### src/logic/mp_noc_cfg.svh
// ==========================================================
// Group NoC request path configuration
// Widths, buffer depth and mesh direction indices
// ==========================================================
`ifndef MP_NOC_CFG_SVH
`define MP_NOC_CFG_SVH

`define MP_ADDR_W       32
`define MP_DATA_W       32
`define MP_BE_W         4
`define MP_BYTE_OFS_W   2
`define MP_BANK_W       4
`define MP_TILE_SEL_W   2
`define MP_GROUP_ID_W   4   // Low half X, high half Y
`define MP_ROW_W        8
`define MP_CORE_ID_W    4
`define MP_TGT_ADDR_W   14  // Row, bank, tile
`define MP_BANK_ROW_W   12  // Row, bank
`define MP_FLIT_W       65
`define MP_FIFO_DEPTH   2

// Mesh output directions
`define MP_DIR_NORTH    0
`define MP_DIR_EAST     1
`define MP_DIR_SOUTH    2
`define MP_DIR_WEST     3
`define MP_NUM_DIRS     4

`endif

### src/logic/mp_noc_pkg.sv
// ==========================================================
// Group NoC request path types
// Plain vectors for addresses, ids, payload and the flit
// ==========================================================
`include "mp_noc_cfg.svh"

package mp_noc_pkg;

  // Full byte address from a tile master
  typedef logic [`MP_ADDR_W-1:0]     addr_t;

  // Payload
  typedef logic [`MP_DATA_W-1:0]     data_t;
  typedef logic [`MP_BE_W-1:0]       be_t;

  // Identifiers
  typedef logic [`MP_TILE_SEL_W-1:0] tile_sel_t;
  typedef logic [`MP_GROUP_ID_W-1:0] group_id_t;  // {Y, X}
  typedef logic [`MP_CORE_ID_W-1:0]  core_id_t;

  // Group-local address, tile bits at the bottom
  typedef logic [`MP_TGT_ADDR_W-1:0] tgt_addr_t;

  // Address inside a tile once the tile bits are gone
  typedef logic [`MP_BANK_ROW_W-1:0] bank_row_t;

  // One bit per mesh direction
  typedef logic [`MP_NUM_DIRS-1:0]   dir_vec_t;

  // Request flit, MSB first:
  //   dst group | src group | src tile | core id
  //   tgt addr | wen | be | data
  typedef logic [`MP_FLIT_W-1:0]     flit_t;

endpackage

### src/logic/req_flit_packer.sv
// ==========================================================
// Request flit packer
// Splits the interleaved byte address into a request flit
// ==========================================================
`timescale 1ns/1ps
`include "mp_noc_cfg.svh"

module req_flit_packer (
  // Tile master request
  input  logic                  mst_valid_i,
  output logic                  mst_ready_o,
  input  mp_noc_pkg::addr_t     mst_addr_i,
  input  logic                  mst_wen_i,
  input  mp_noc_pkg::be_t       mst_be_i,
  input  mp_noc_pkg::data_t     mst_data_i,
  input  mp_noc_pkg::core_id_t  mst_core_id_i,
  input  mp_noc_pkg::tile_sel_t mst_src_tile_i,
  // Own group
  input  mp_noc_pkg::group_id_t group_id_i,
  // Flit towards the channel buffer
  output logic                  flit_valid_o,
  input  logic                  flit_ready_i,
  output mp_noc_pkg::flit_t     flit_o
);
  import mp_noc_pkg::*;

  // Field offsets in the byte address
  localparam int unsigned BANK_LSB  = `MP_BYTE_OFS_W;
  localparam int unsigned TILE_LSB  = BANK_LSB + `MP_BANK_W;
  localparam int unsigned GROUP_LSB = TILE_LSB + `MP_TILE_SEL_W;
  localparam int unsigned ROW_LSB   = GROUP_LSB + `MP_GROUP_ID_W;

  group_id_t dst_group;
  tgt_addr_t tgt_addr;

  assign dst_group = mst_addr_i[GROUP_LSB +: `MP_GROUP_ID_W];

  // row | bank | tile, byte offset dropped
  assign tgt_addr = {mst_addr_i[ROW_LSB +: `MP_ROW_W],
                     mst_addr_i[BANK_LSB +: `MP_BANK_W],
                     mst_addr_i[TILE_LSB +: `MP_TILE_SEL_W]};

  assign flit_o = {dst_group,
                   group_id_i,      // Source group for the way back
                   mst_src_tile_i,
                   mst_core_id_i,
                   tgt_addr,
                   mst_wen_i,
                   mst_be_i,
                   mst_data_i};

  // Handshake passes straight through
  assign flit_valid_o = mst_valid_i;
  assign mst_ready_o  = flit_ready_i;

  // A write with no byte lane enabled is a master bug
  always_comb begin
    if (mst_valid_i && mst_wen_i) begin
      assert final (mst_be_i != '0)
        else $error("write request without byte enables, addr %h", mst_addr_i);
    end
  end

endmodule

### src/logic/flit_channel_fifo.sv
// ==========================================================
// Flit channel buffer
// Circular FIFO with valid/ready on both sides
// ==========================================================
`timescale 1ns/1ps
`include "mp_noc_cfg.svh"

module flit_channel_fifo #(
  parameter int unsigned WIDTH = $bits(mp_noc_pkg::flit_t),
  parameter int unsigned DEPTH = `MP_FIFO_DEPTH
) (
  input  logic             clk_i,
  input  logic             arst_n_i,
  // Write side
  input  logic             in_valid_i,
  output logic             in_ready_o,
  input  logic [WIDTH-1:0] in_data_i,
  // Read side
  output logic             out_valid_o,
  input  logic             out_ready_i,
  output logic [WIDTH-1:0] out_data_o
);

  localparam int unsigned PTR_W = (DEPTH > 1) ? $clog2(DEPTH) : 1;
  localparam int unsigned CNT_W = $clog2(DEPTH + 1);

  logic [WIDTH-1:0] mem_q [DEPTH];
  logic [PTR_W-1:0] wr_ptr_q;
  logic [PTR_W-1:0] rd_ptr_q;
  logic [CNT_W-1:0] cnt_q;
  logic             push;
  logic             pop;

  // Wrap at DEPTH, which need not be a power of two
  function automatic logic [PTR_W-1:0] ptr_inc(input logic [PTR_W-1:0] ptr);
    ptr_inc = (ptr == PTR_W'(DEPTH - 1)) ? '0 : ptr + 1'b1;
  endfunction

  assign in_ready_o  = (cnt_q != CNT_W'(DEPTH));  // No push while full
  assign out_valid_o = (cnt_q != '0);
  assign out_data_o  = mem_q[rd_ptr_q];           // Head visible right after write

  assign push = in_valid_i & in_ready_o;
  assign pop  = out_valid_o & out_ready_i;

  always_ff @(posedge clk_i or negedge arst_n_i) begin
    if (!arst_n_i) begin
      wr_ptr_q <= '0;
      rd_ptr_q <= '0;
      cnt_q    <= '0;
    end else begin
      if (push) wr_ptr_q <= ptr_inc(wr_ptr_q);
      if (pop)  rd_ptr_q <= ptr_inc(rd_ptr_q);
      if (push && !pop) begin
        cnt_q <= cnt_q + 1'b1;
      end else if (pop && !push) begin
        cnt_q <= cnt_q - 1'b1;
      end
    end
  end

  // Storage
  always_ff @(posedge clk_i) begin
    if (push) mem_q[wr_ptr_q] <= in_data_i;
  end

  // Occupancy stays in range and agrees with the pointers
  assert property (@(posedge clk_i) disable iff (!arst_n_i)
    (cnt_q <= CNT_W'(DEPTH)) &&
    ((int'(rd_ptr_q) + int'(cnt_q)) % int'(DEPTH) == int'(wr_ptr_q)))
    else $error("FIFO overflow or underflow, count %0d", cnt_q);

  // A stalled head holds
  assert property (@(posedge clk_i) disable iff (!arst_n_i)
    (out_valid_o && !out_ready_i) |=> (out_valid_o && $stable(out_data_o)))
    else $error("FIFO head changed while stalled");

endmodule

### src/logic/xy_route_stage.sv
// ==========================================================
// XY route stage
// Sends a flit to a mesh output or to the local tile port
// ==========================================================
`timescale 1ns/1ps
`include "mp_noc_cfg.svh"

module xy_route_stage (
  input  logic                  clk_i,
  input  logic                  arst_n_i,
  input  mp_noc_pkg::group_id_t group_id_i,
  // Flit from the channel buffer
  input  logic                  in_valid_i,
  output logic                  in_ready_o,
  input  mp_noc_pkg::flit_t     in_flit_i,
  // Mesh outputs
  output mp_noc_pkg::dir_vec_t  mesh_valid_o,
  input  mp_noc_pkg::dir_vec_t  mesh_ready_i,
  output mp_noc_pkg::flit_t     mesh_flit_o,
  // Local tile port
  output logic                  slv_valid_o,
  input  logic                  slv_ready_i,
  output mp_noc_pkg::tile_sel_t slv_tile_sel_o,
  output mp_noc_pkg::bank_row_t slv_addr_o,
  output logic                  slv_wen_o,
  output mp_noc_pkg::be_t       slv_be_o,
  output mp_noc_pkg::data_t     slv_data_o,
  output mp_noc_pkg::core_id_t  slv_core_id_o,
  output mp_noc_pkg::tile_sel_t slv_src_tile_o,
  output mp_noc_pkg::group_id_t slv_src_group_o
);
  import mp_noc_pkg::*;

  localparam int unsigned COORD_W = `MP_GROUP_ID_W / 2;

  // Unpacked flit fields
  group_id_t dst_group;
  group_id_t src_group;
  tile_sel_t src_tile;
  core_id_t  core_id;
  tgt_addr_t tgt_addr;
  logic      wen;
  be_t       be;
  data_t     data;

  logic [COORD_W-1:0] own_x;
  logic [COORD_W-1:0] own_y;
  logic [COORD_W-1:0] dst_x;
  logic [COORD_W-1:0] dst_y;

  dir_vec_t route_dir;
  logic     route_local;

  assign {dst_group, src_group, src_tile, core_id, tgt_addr, wen, be, data} = in_flit_i;

  assign own_x = group_id_i[COORD_W-1:0];
  assign own_y = group_id_i[`MP_GROUP_ID_W-1:COORD_W];
  assign dst_x = dst_group[COORD_W-1:0];
  assign dst_y = dst_group[`MP_GROUP_ID_W-1:COORD_W];

  // Dimension order routing, X resolved first
  always_comb begin
    route_dir   = '0;
    route_local = 1'b0;
    if (dst_x > own_x) begin
      route_dir[`MP_DIR_EAST] = 1'b1;
    end else if (dst_x < own_x) begin
      route_dir[`MP_DIR_WEST] = 1'b1;
    end else if (dst_y > own_y) begin
      route_dir[`MP_DIR_NORTH] = 1'b1;
    end else if (dst_y < own_y) begin
      route_dir[`MP_DIR_SOUTH] = 1'b1;
    end else begin
      route_local = 1'b1;  // Arrived
    end
  end

  assign mesh_valid_o = in_valid_i ? route_dir : '0;
  assign mesh_flit_o  = in_flit_i;  // Shared by all directions

  assign slv_valid_o     = in_valid_i & route_local;
  assign slv_tile_sel_o  = tgt_addr[`MP_TILE_SEL_W-1:0];
  assign slv_addr_o      = tgt_addr[`MP_TGT_ADDR_W-1:`MP_TILE_SEL_W];  // Tile bits stripped
  assign slv_wen_o       = wen;
  assign slv_be_o        = be;
  assign slv_data_o      = data;
  assign slv_core_id_o   = core_id;
  assign slv_src_tile_o  = src_tile;
  assign slv_src_group_o = src_group;

  // Pop only once the chosen output takes the flit
  assign in_ready_o = route_local ? slv_ready_i : |(route_dir & mesh_ready_i);

  // A stalled flit keeps its output and its contents
  assert property (@(posedge clk_i) disable iff (!arst_n_i)
    (in_valid_i && !in_ready_o) |=>
      ($stable({mesh_valid_o, slv_valid_o}) && $stable(in_flit_i)))
    else $error("routed output changed while stalled, mesh %b local %b",
                mesh_valid_o, slv_valid_o);

endmodule

### src/logic/group_noc_req_top.sv
// ==========================================================
// Group NoC request path
// Flit packer, channel buffer and XY route stage
// ==========================================================
`timescale 1ns/1ps
`include "mp_noc_cfg.svh"

module group_noc_req_top (
  input  logic                  clk_i,
  input  logic                  arst_n_i,
  input  mp_noc_pkg::group_id_t group_id_i,
  // Tile master request
  input  logic                  mst_valid_i,
  output logic                  mst_ready_o,
  input  mp_noc_pkg::addr_t     mst_addr_i,
  input  logic                  mst_wen_i,
  input  mp_noc_pkg::be_t       mst_be_i,
  input  mp_noc_pkg::data_t     mst_data_i,
  input  mp_noc_pkg::core_id_t  mst_core_id_i,
  input  mp_noc_pkg::tile_sel_t mst_src_tile_i,
  // Mesh outputs
  output mp_noc_pkg::dir_vec_t  mesh_valid_o,
  input  mp_noc_pkg::dir_vec_t  mesh_ready_i,
  output mp_noc_pkg::flit_t     mesh_flit_o,
  // Local tile port
  output logic                  slv_valid_o,
  input  logic                  slv_ready_i,
  output mp_noc_pkg::tile_sel_t slv_tile_sel_o,
  output mp_noc_pkg::bank_row_t slv_addr_o,
  output logic                  slv_wen_o,
  output mp_noc_pkg::be_t       slv_be_o,
  output mp_noc_pkg::data_t     slv_data_o,
  output mp_noc_pkg::core_id_t  slv_core_id_o,
  output mp_noc_pkg::tile_sel_t slv_src_tile_o,
  output mp_noc_pkg::group_id_t slv_src_group_o
);
  import mp_noc_pkg::*;

  // Packer to buffer
  logic  flit_valid;
  logic  flit_ready;
  flit_t flit;
  // Buffer to route stage
  logic  fifo_valid;
  logic  fifo_ready;
  flit_t fifo_flit;

  req_flit_packer i_req_flit_packer (
    .mst_valid_i    (mst_valid_i   ),
    .mst_ready_o    (mst_ready_o   ),
    .mst_addr_i     (mst_addr_i    ),
    .mst_wen_i      (mst_wen_i     ),
    .mst_be_i       (mst_be_i      ),
    .mst_data_i     (mst_data_i    ),
    .mst_core_id_i  (mst_core_id_i ),
    .mst_src_tile_i (mst_src_tile_i),
    .group_id_i     (group_id_i    ),
    .flit_valid_o   (flit_valid    ),
    .flit_ready_i   (flit_ready    ),
    .flit_o         (flit          )
  );

  flit_channel_fifo #(
    .WIDTH (`MP_FLIT_W    ),
    .DEPTH (`MP_FIFO_DEPTH)
  ) i_flit_channel_fifo (
    .clk_i       (clk_i     ),
    .arst_n_i    (arst_n_i  ),
    .in_valid_i  (flit_valid),
    .in_ready_o  (flit_ready),
    .in_data_i   (flit      ),
    .out_valid_o (fifo_valid),
    .out_ready_i (fifo_ready),
    .out_data_o  (fifo_flit )
  );

  xy_route_stage i_xy_route_stage (
    .clk_i           (clk_i          ),
    .arst_n_i        (arst_n_i       ),
    .group_id_i      (group_id_i     ),
    .in_valid_i      (fifo_valid     ),
    .in_ready_o      (fifo_ready     ),
    .in_flit_i       (fifo_flit      ),
    .mesh_valid_o    (mesh_valid_o   ),
    .mesh_ready_i    (mesh_ready_i   ),
    .mesh_flit_o     (mesh_flit_o    ),
    .slv_valid_o     (slv_valid_o    ),
    .slv_ready_i     (slv_ready_i    ),
    .slv_tile_sel_o  (slv_tile_sel_o ),
    .slv_addr_o      (slv_addr_o     ),
    .slv_wen_o       (slv_wen_o      ),
    .slv_be_o        (slv_be_o       ),
    .slv_data_o      (slv_data_o     ),
    .slv_core_id_o   (slv_core_id_o  ),
    .slv_src_tile_o  (slv_src_tile_o ),
    .slv_src_group_o (slv_src_group_o)
  );

endmodule

### config.mk
export PLATFORM = sky130hd
export DESIGN_NAME = group_noc_req_top
export DESIGN_NICKNAME = d
export VERILOG_FILES = /design/src/logic/mp_noc_pkg.sv /design/src/logic/req_flit_packer.sv /design/src/logic/flit_channel_fifo.sv /design/src/logic/xy_route_stage.sv /design/src/logic/group_noc_req_top.sv
export VERILOG_INCLUDE_DIRS = /design/src /design/src/logic
export SDC_FILE = /design/constraint.sdc
export NUM_CORES = 1
export LEC_CHECK = 0
export BUFFER_PORTS_ARGS = -buffer_cell sky130_fd_sc_hd__buf_4
export CELL_PAD_IN_SITES_DETAIL_PLACEMENT = 1
export CELL_PAD_IN_SITES_GLOBAL_PLACEMENT = 2
export CORE_UTILIZATION = 35
export CTS_BUF_LIST = sky130_fd_sc_hd__clkbuf_8
export DETAILED_ROUTE_END_ITERATION = 12
export PLACE_DENSITY = 0.85
export SYNTH_ARGS = -nofsm -noshare
export SYNTH_HDL_FRONTEND = slang
export SYNTH_SLANG_ARGS = --single-unit
export TNS_END_PERCENT = 1
### constraint.sdc
create_clock -name clk_i -period 11.35 [get_ports clk_i]
set_input_delay 1.135 -clock clk_i [delete_from_list [all_inputs] [get_ports clk_i]]
set_output_delay 1.135 -clock clk_i [all_outputs]
set_load 0.02 [all_outputs]
==> out/qor.yml <==
status:
  status: "finished, final reports clean"
timing:
  finalCritPeriodShare: 0.3742
  hold_violations: 0
  tns_ns: 0
  fin_crit_ns: 4.247
  slew_headroom: 0.3203
  finalSetupViolCount: 0
  worst_slew_pin_slew_ns: 1.017
  slew_violations: 0
  fmax_mhz: 235.5
  grt_setup_unrepaired: "no"
  skew_ns: 0.01178
logic_synthesis:
  synth_compound_area_frac: 0.01215
  synthAdderAreaFrac: 0.01125
  syn_avg_cell_area_sq_um: 17.65
  synth_xor_area_frac: 0.009228
  async_flop_share: 0.02985
  synth_edf_count: 130
  yosysSeqAreaShare: 0.7202
  yosysWarnings: 0
  ys_seq_elements: 134
  syn-num-nets: 407
  syn_inst: 315
  post_synth_and_or_nand_nor_area_fraction: 0.02003
  synthMuxAreaShare: 0.1330
  netlist-cell-type-count: 30
  synth_area_sq_um: 5559
  synth_top_family_by_area: "multiplexers"
  synth_top_flop_cell: "edfxtp_1"
finish:
  syn2layout_area_growth_pct: 31.08
  layout.cells.most_common_list: "206 x buf_4, 130 x edfxtp_1, 63 x mux2_2, 17 x clkbuf_8, 8 x inv_1"
  fin_nets: 564
  drive_above_1_share: 0.6330
  fin_area_sq_um: 7287
  mostFrequentLayoutCell: "buf_4"
  diodes: 0
route:
  wl_met2_um: 5924
  wl_met1_um: 4569
  wl_per_cell_um: 16.56
  vias: 3099
  firstDrtPassIters: 4
  ant_nets: 0
  first_iter_violations: 150
  avgViaCountPerCell: 4.453
  drcViolationCount: 0
  top_layer: "met4"
  wl_met3_um: 855
  totalWireLength_um: 11530
cts:
  clk_pin_slew_ns: 0.08
  cts-resized-gates: 0
  clockBufferDepth: 2
  cts_buffers: 17
  cts_sinks: 134
  cts_htree_levels: 4
  post_cts_buffers: 0
  clockRootBuffer: "clkbuf_8"
  cts_hold_buf: 0
  cts_tree: "done"
  clock_latency_ns: 0.43
floorplanning:
  fp.dieW_um: 128.0
  initial_core_util: 0.3617
  die_y_um: 128.0
  fp-row-count: 45
  core_sq_um: 15370
  die_area_sq_um: 16390
  ios: 219
power:
  internal_power_mw: 1.321
  power_frac_comb: 0.475
  switching_share: 0.3728
  power_density_nw_per_um2: 289.1
  p_sw_mw: 0.7852
  leakagePower_nw: 2.871
  power_frac_clock: 0.189
  seqPwrFrac: 0.336
  max-vdd-ir-drop_v: 0.0001996
worst_setup_path:
  crit_fanout: 66
  critical_path_required_ns: 10.22
  critPathLaunchType: "flip-flop"
  worstSetupPathType: "reg2out"
  end_kind: "output pin"
  worstPathArrival_ns: 3.11
place:
  gp_congestion: 0.7137
  port_buffers: 204
  place_area_sq_um: 6890
  post-dp-hpwl_um: 7797
global_routing:
  antenna_found_initial: 0
  grt_max_degree: 67
  grt_usage: 0.1478
  grt_pass1_vias: 3437
  grt_pass1_wl_um: 17740
  overflow: 0
hold_path:
  hold_path.class: "in2async"
job:
  cap_violations: 0
## path summary, 6_finish.rpt
kind / startpoint / end / slack (ns) / cells past startpoint
worst min register to register: i_flit_channel_fifo.cnt_q[1]$_DFFE_PN0P_ / i_flit_channel_fifo.cnt_q[1]$_DFFE_PN0P_ / 0.52 / 1
worst max register to register: i_flit_channel_fifo.rd_ptr_q$_DFFE_PN0P_ / i_flit_channel_fifo.cnt_q[1]$_DFFE_PN0P_ / 8.04 / 11
max in group asynchronous: arst_n_i / i_flit_channel_fifo.rd_ptr_q$_DFFE_PN0P_ / 10.73 / 1
min in group clk_i: i_flit_channel_fifo.cnt_q[1]$_DFFE_PN0P_ / i_flit_channel_fifo.cnt_q[1]$_DFFE_PN0P_ / 0.52 / 1
worst min-delay path: arst_n_i / i_flit_channel_fifo.wr_ptr_q$_DFFE_PN0P_ / 0.49 / 1
worst max-delay path: i_flit_channel_fifo.rd_ptr_q$_DFFE_PN0P_ / mesh_valid_o[2] / 7.10 / 7
## sequential cells by signal, summed over array words and instances (netlist names)
name                          count
i_flit_channel_fifo.wr_ptr_q      1
i_flit_channel_fifo.cnt_q         2
i_flit_channel_fifo.mem_q       130
i_flit_channel_fifo.rd_ptr_q      1
## metal layers
metal / up-vias / global-route usage
li1: 1426 / -
met5: - / 0
met4: 0 / 0.06920
met2: 132 / 0.2551
met3: 16 / 0.05384
met1: 1525 / 0.1617
## logic make-up (layout without fill, tap and decap cells)
logic type / Yosys count / in the layout
buffers and inverters: 76 / 246
AOI/OAI and AO/OA: 9 / 9
and+or+nand+nor: 20 / 20
DFF: 134 / 134
adders and majority gates: 5 / 5
muxes: 66 / 66
xor gates and xnor gates: 5 / 5
## through the flow
step | std cells | power, mW | utilization | setup WS, ns | hold slack [ns]
5_1_grt | 696 | 2.219 | 0.4741 | 6.869 | 0.4359
2_1_floorplan | 315 | 1.441 | - | 6.913 | 0.4608
3_3_place_gp | 664 | 1.714 | 0.4483 | 7.528 | 0.4819
6_report | 696 | 2.107 | 0.4741 | 7.103 | 0.4881
4_1_cts | 696 | 2.141 | 0.4741 | 6.987 | 0.4480
3_5_place_dp | 664 | 1.738 | 0.4483 | 7.473 | 0.5105
## cell usage after synthesis (all sizes together), types with 2 or more instances
cell type	instances	share of area
ha	5	0.011
mux2i	3	0.0054
nand2	2	0.0014
xnor2	3	0.0061
inv	8	0.0054
dfrtp	4	0.018
a21o	2	0.0029
edfxtp	130	0.70
buf	68	0.089
nor3	2	0.0018
nor2	7	0.0047
or3	2	0.0023
mux2	63	0.13
xor2	2	0.0032
o21ai	3	0.0027
## cell type report
type | instances | area [sq um]
tap | 211 | 264.0
inverter | 8 | 30.03
sequential | 134 | 4005
clock inverter | 15 | 162.7
clock buffer | 17 | 234.0
fill | 1542 | 8084
multi-input combinational | 105 | 1045
timing repair buffer | 206 | 1546
## worst max-delay path: stages (launching register included)
cell and delay (ns):
dfrtp_2 0.35, buf_4 0.72, mux2_2 0.44, ha_1 0.34
o211ai_1 0.15, or2_2 0.35, nor3_1 0.16, buf_4 0.18
## power by group through the flow
| stage | combinational, mW | clock [mW] | sequential [mW] |
|---|---|---|---|
| after detailed placement | 1.02 | 0 | 0.721 |
| after floorplan | 0.727 | 0 | 0.715 |
| after global placement | 1.00 | 0 | 0.710 |
| after global routing | 1.07 | 0.432 | 0.720 |
| final | 1.00 | 0.398 | 0.707 |
| after CTS | 1.02 | 0.411 | 0.710 |
Note: power is estimated with default switching activity, not from simulation.
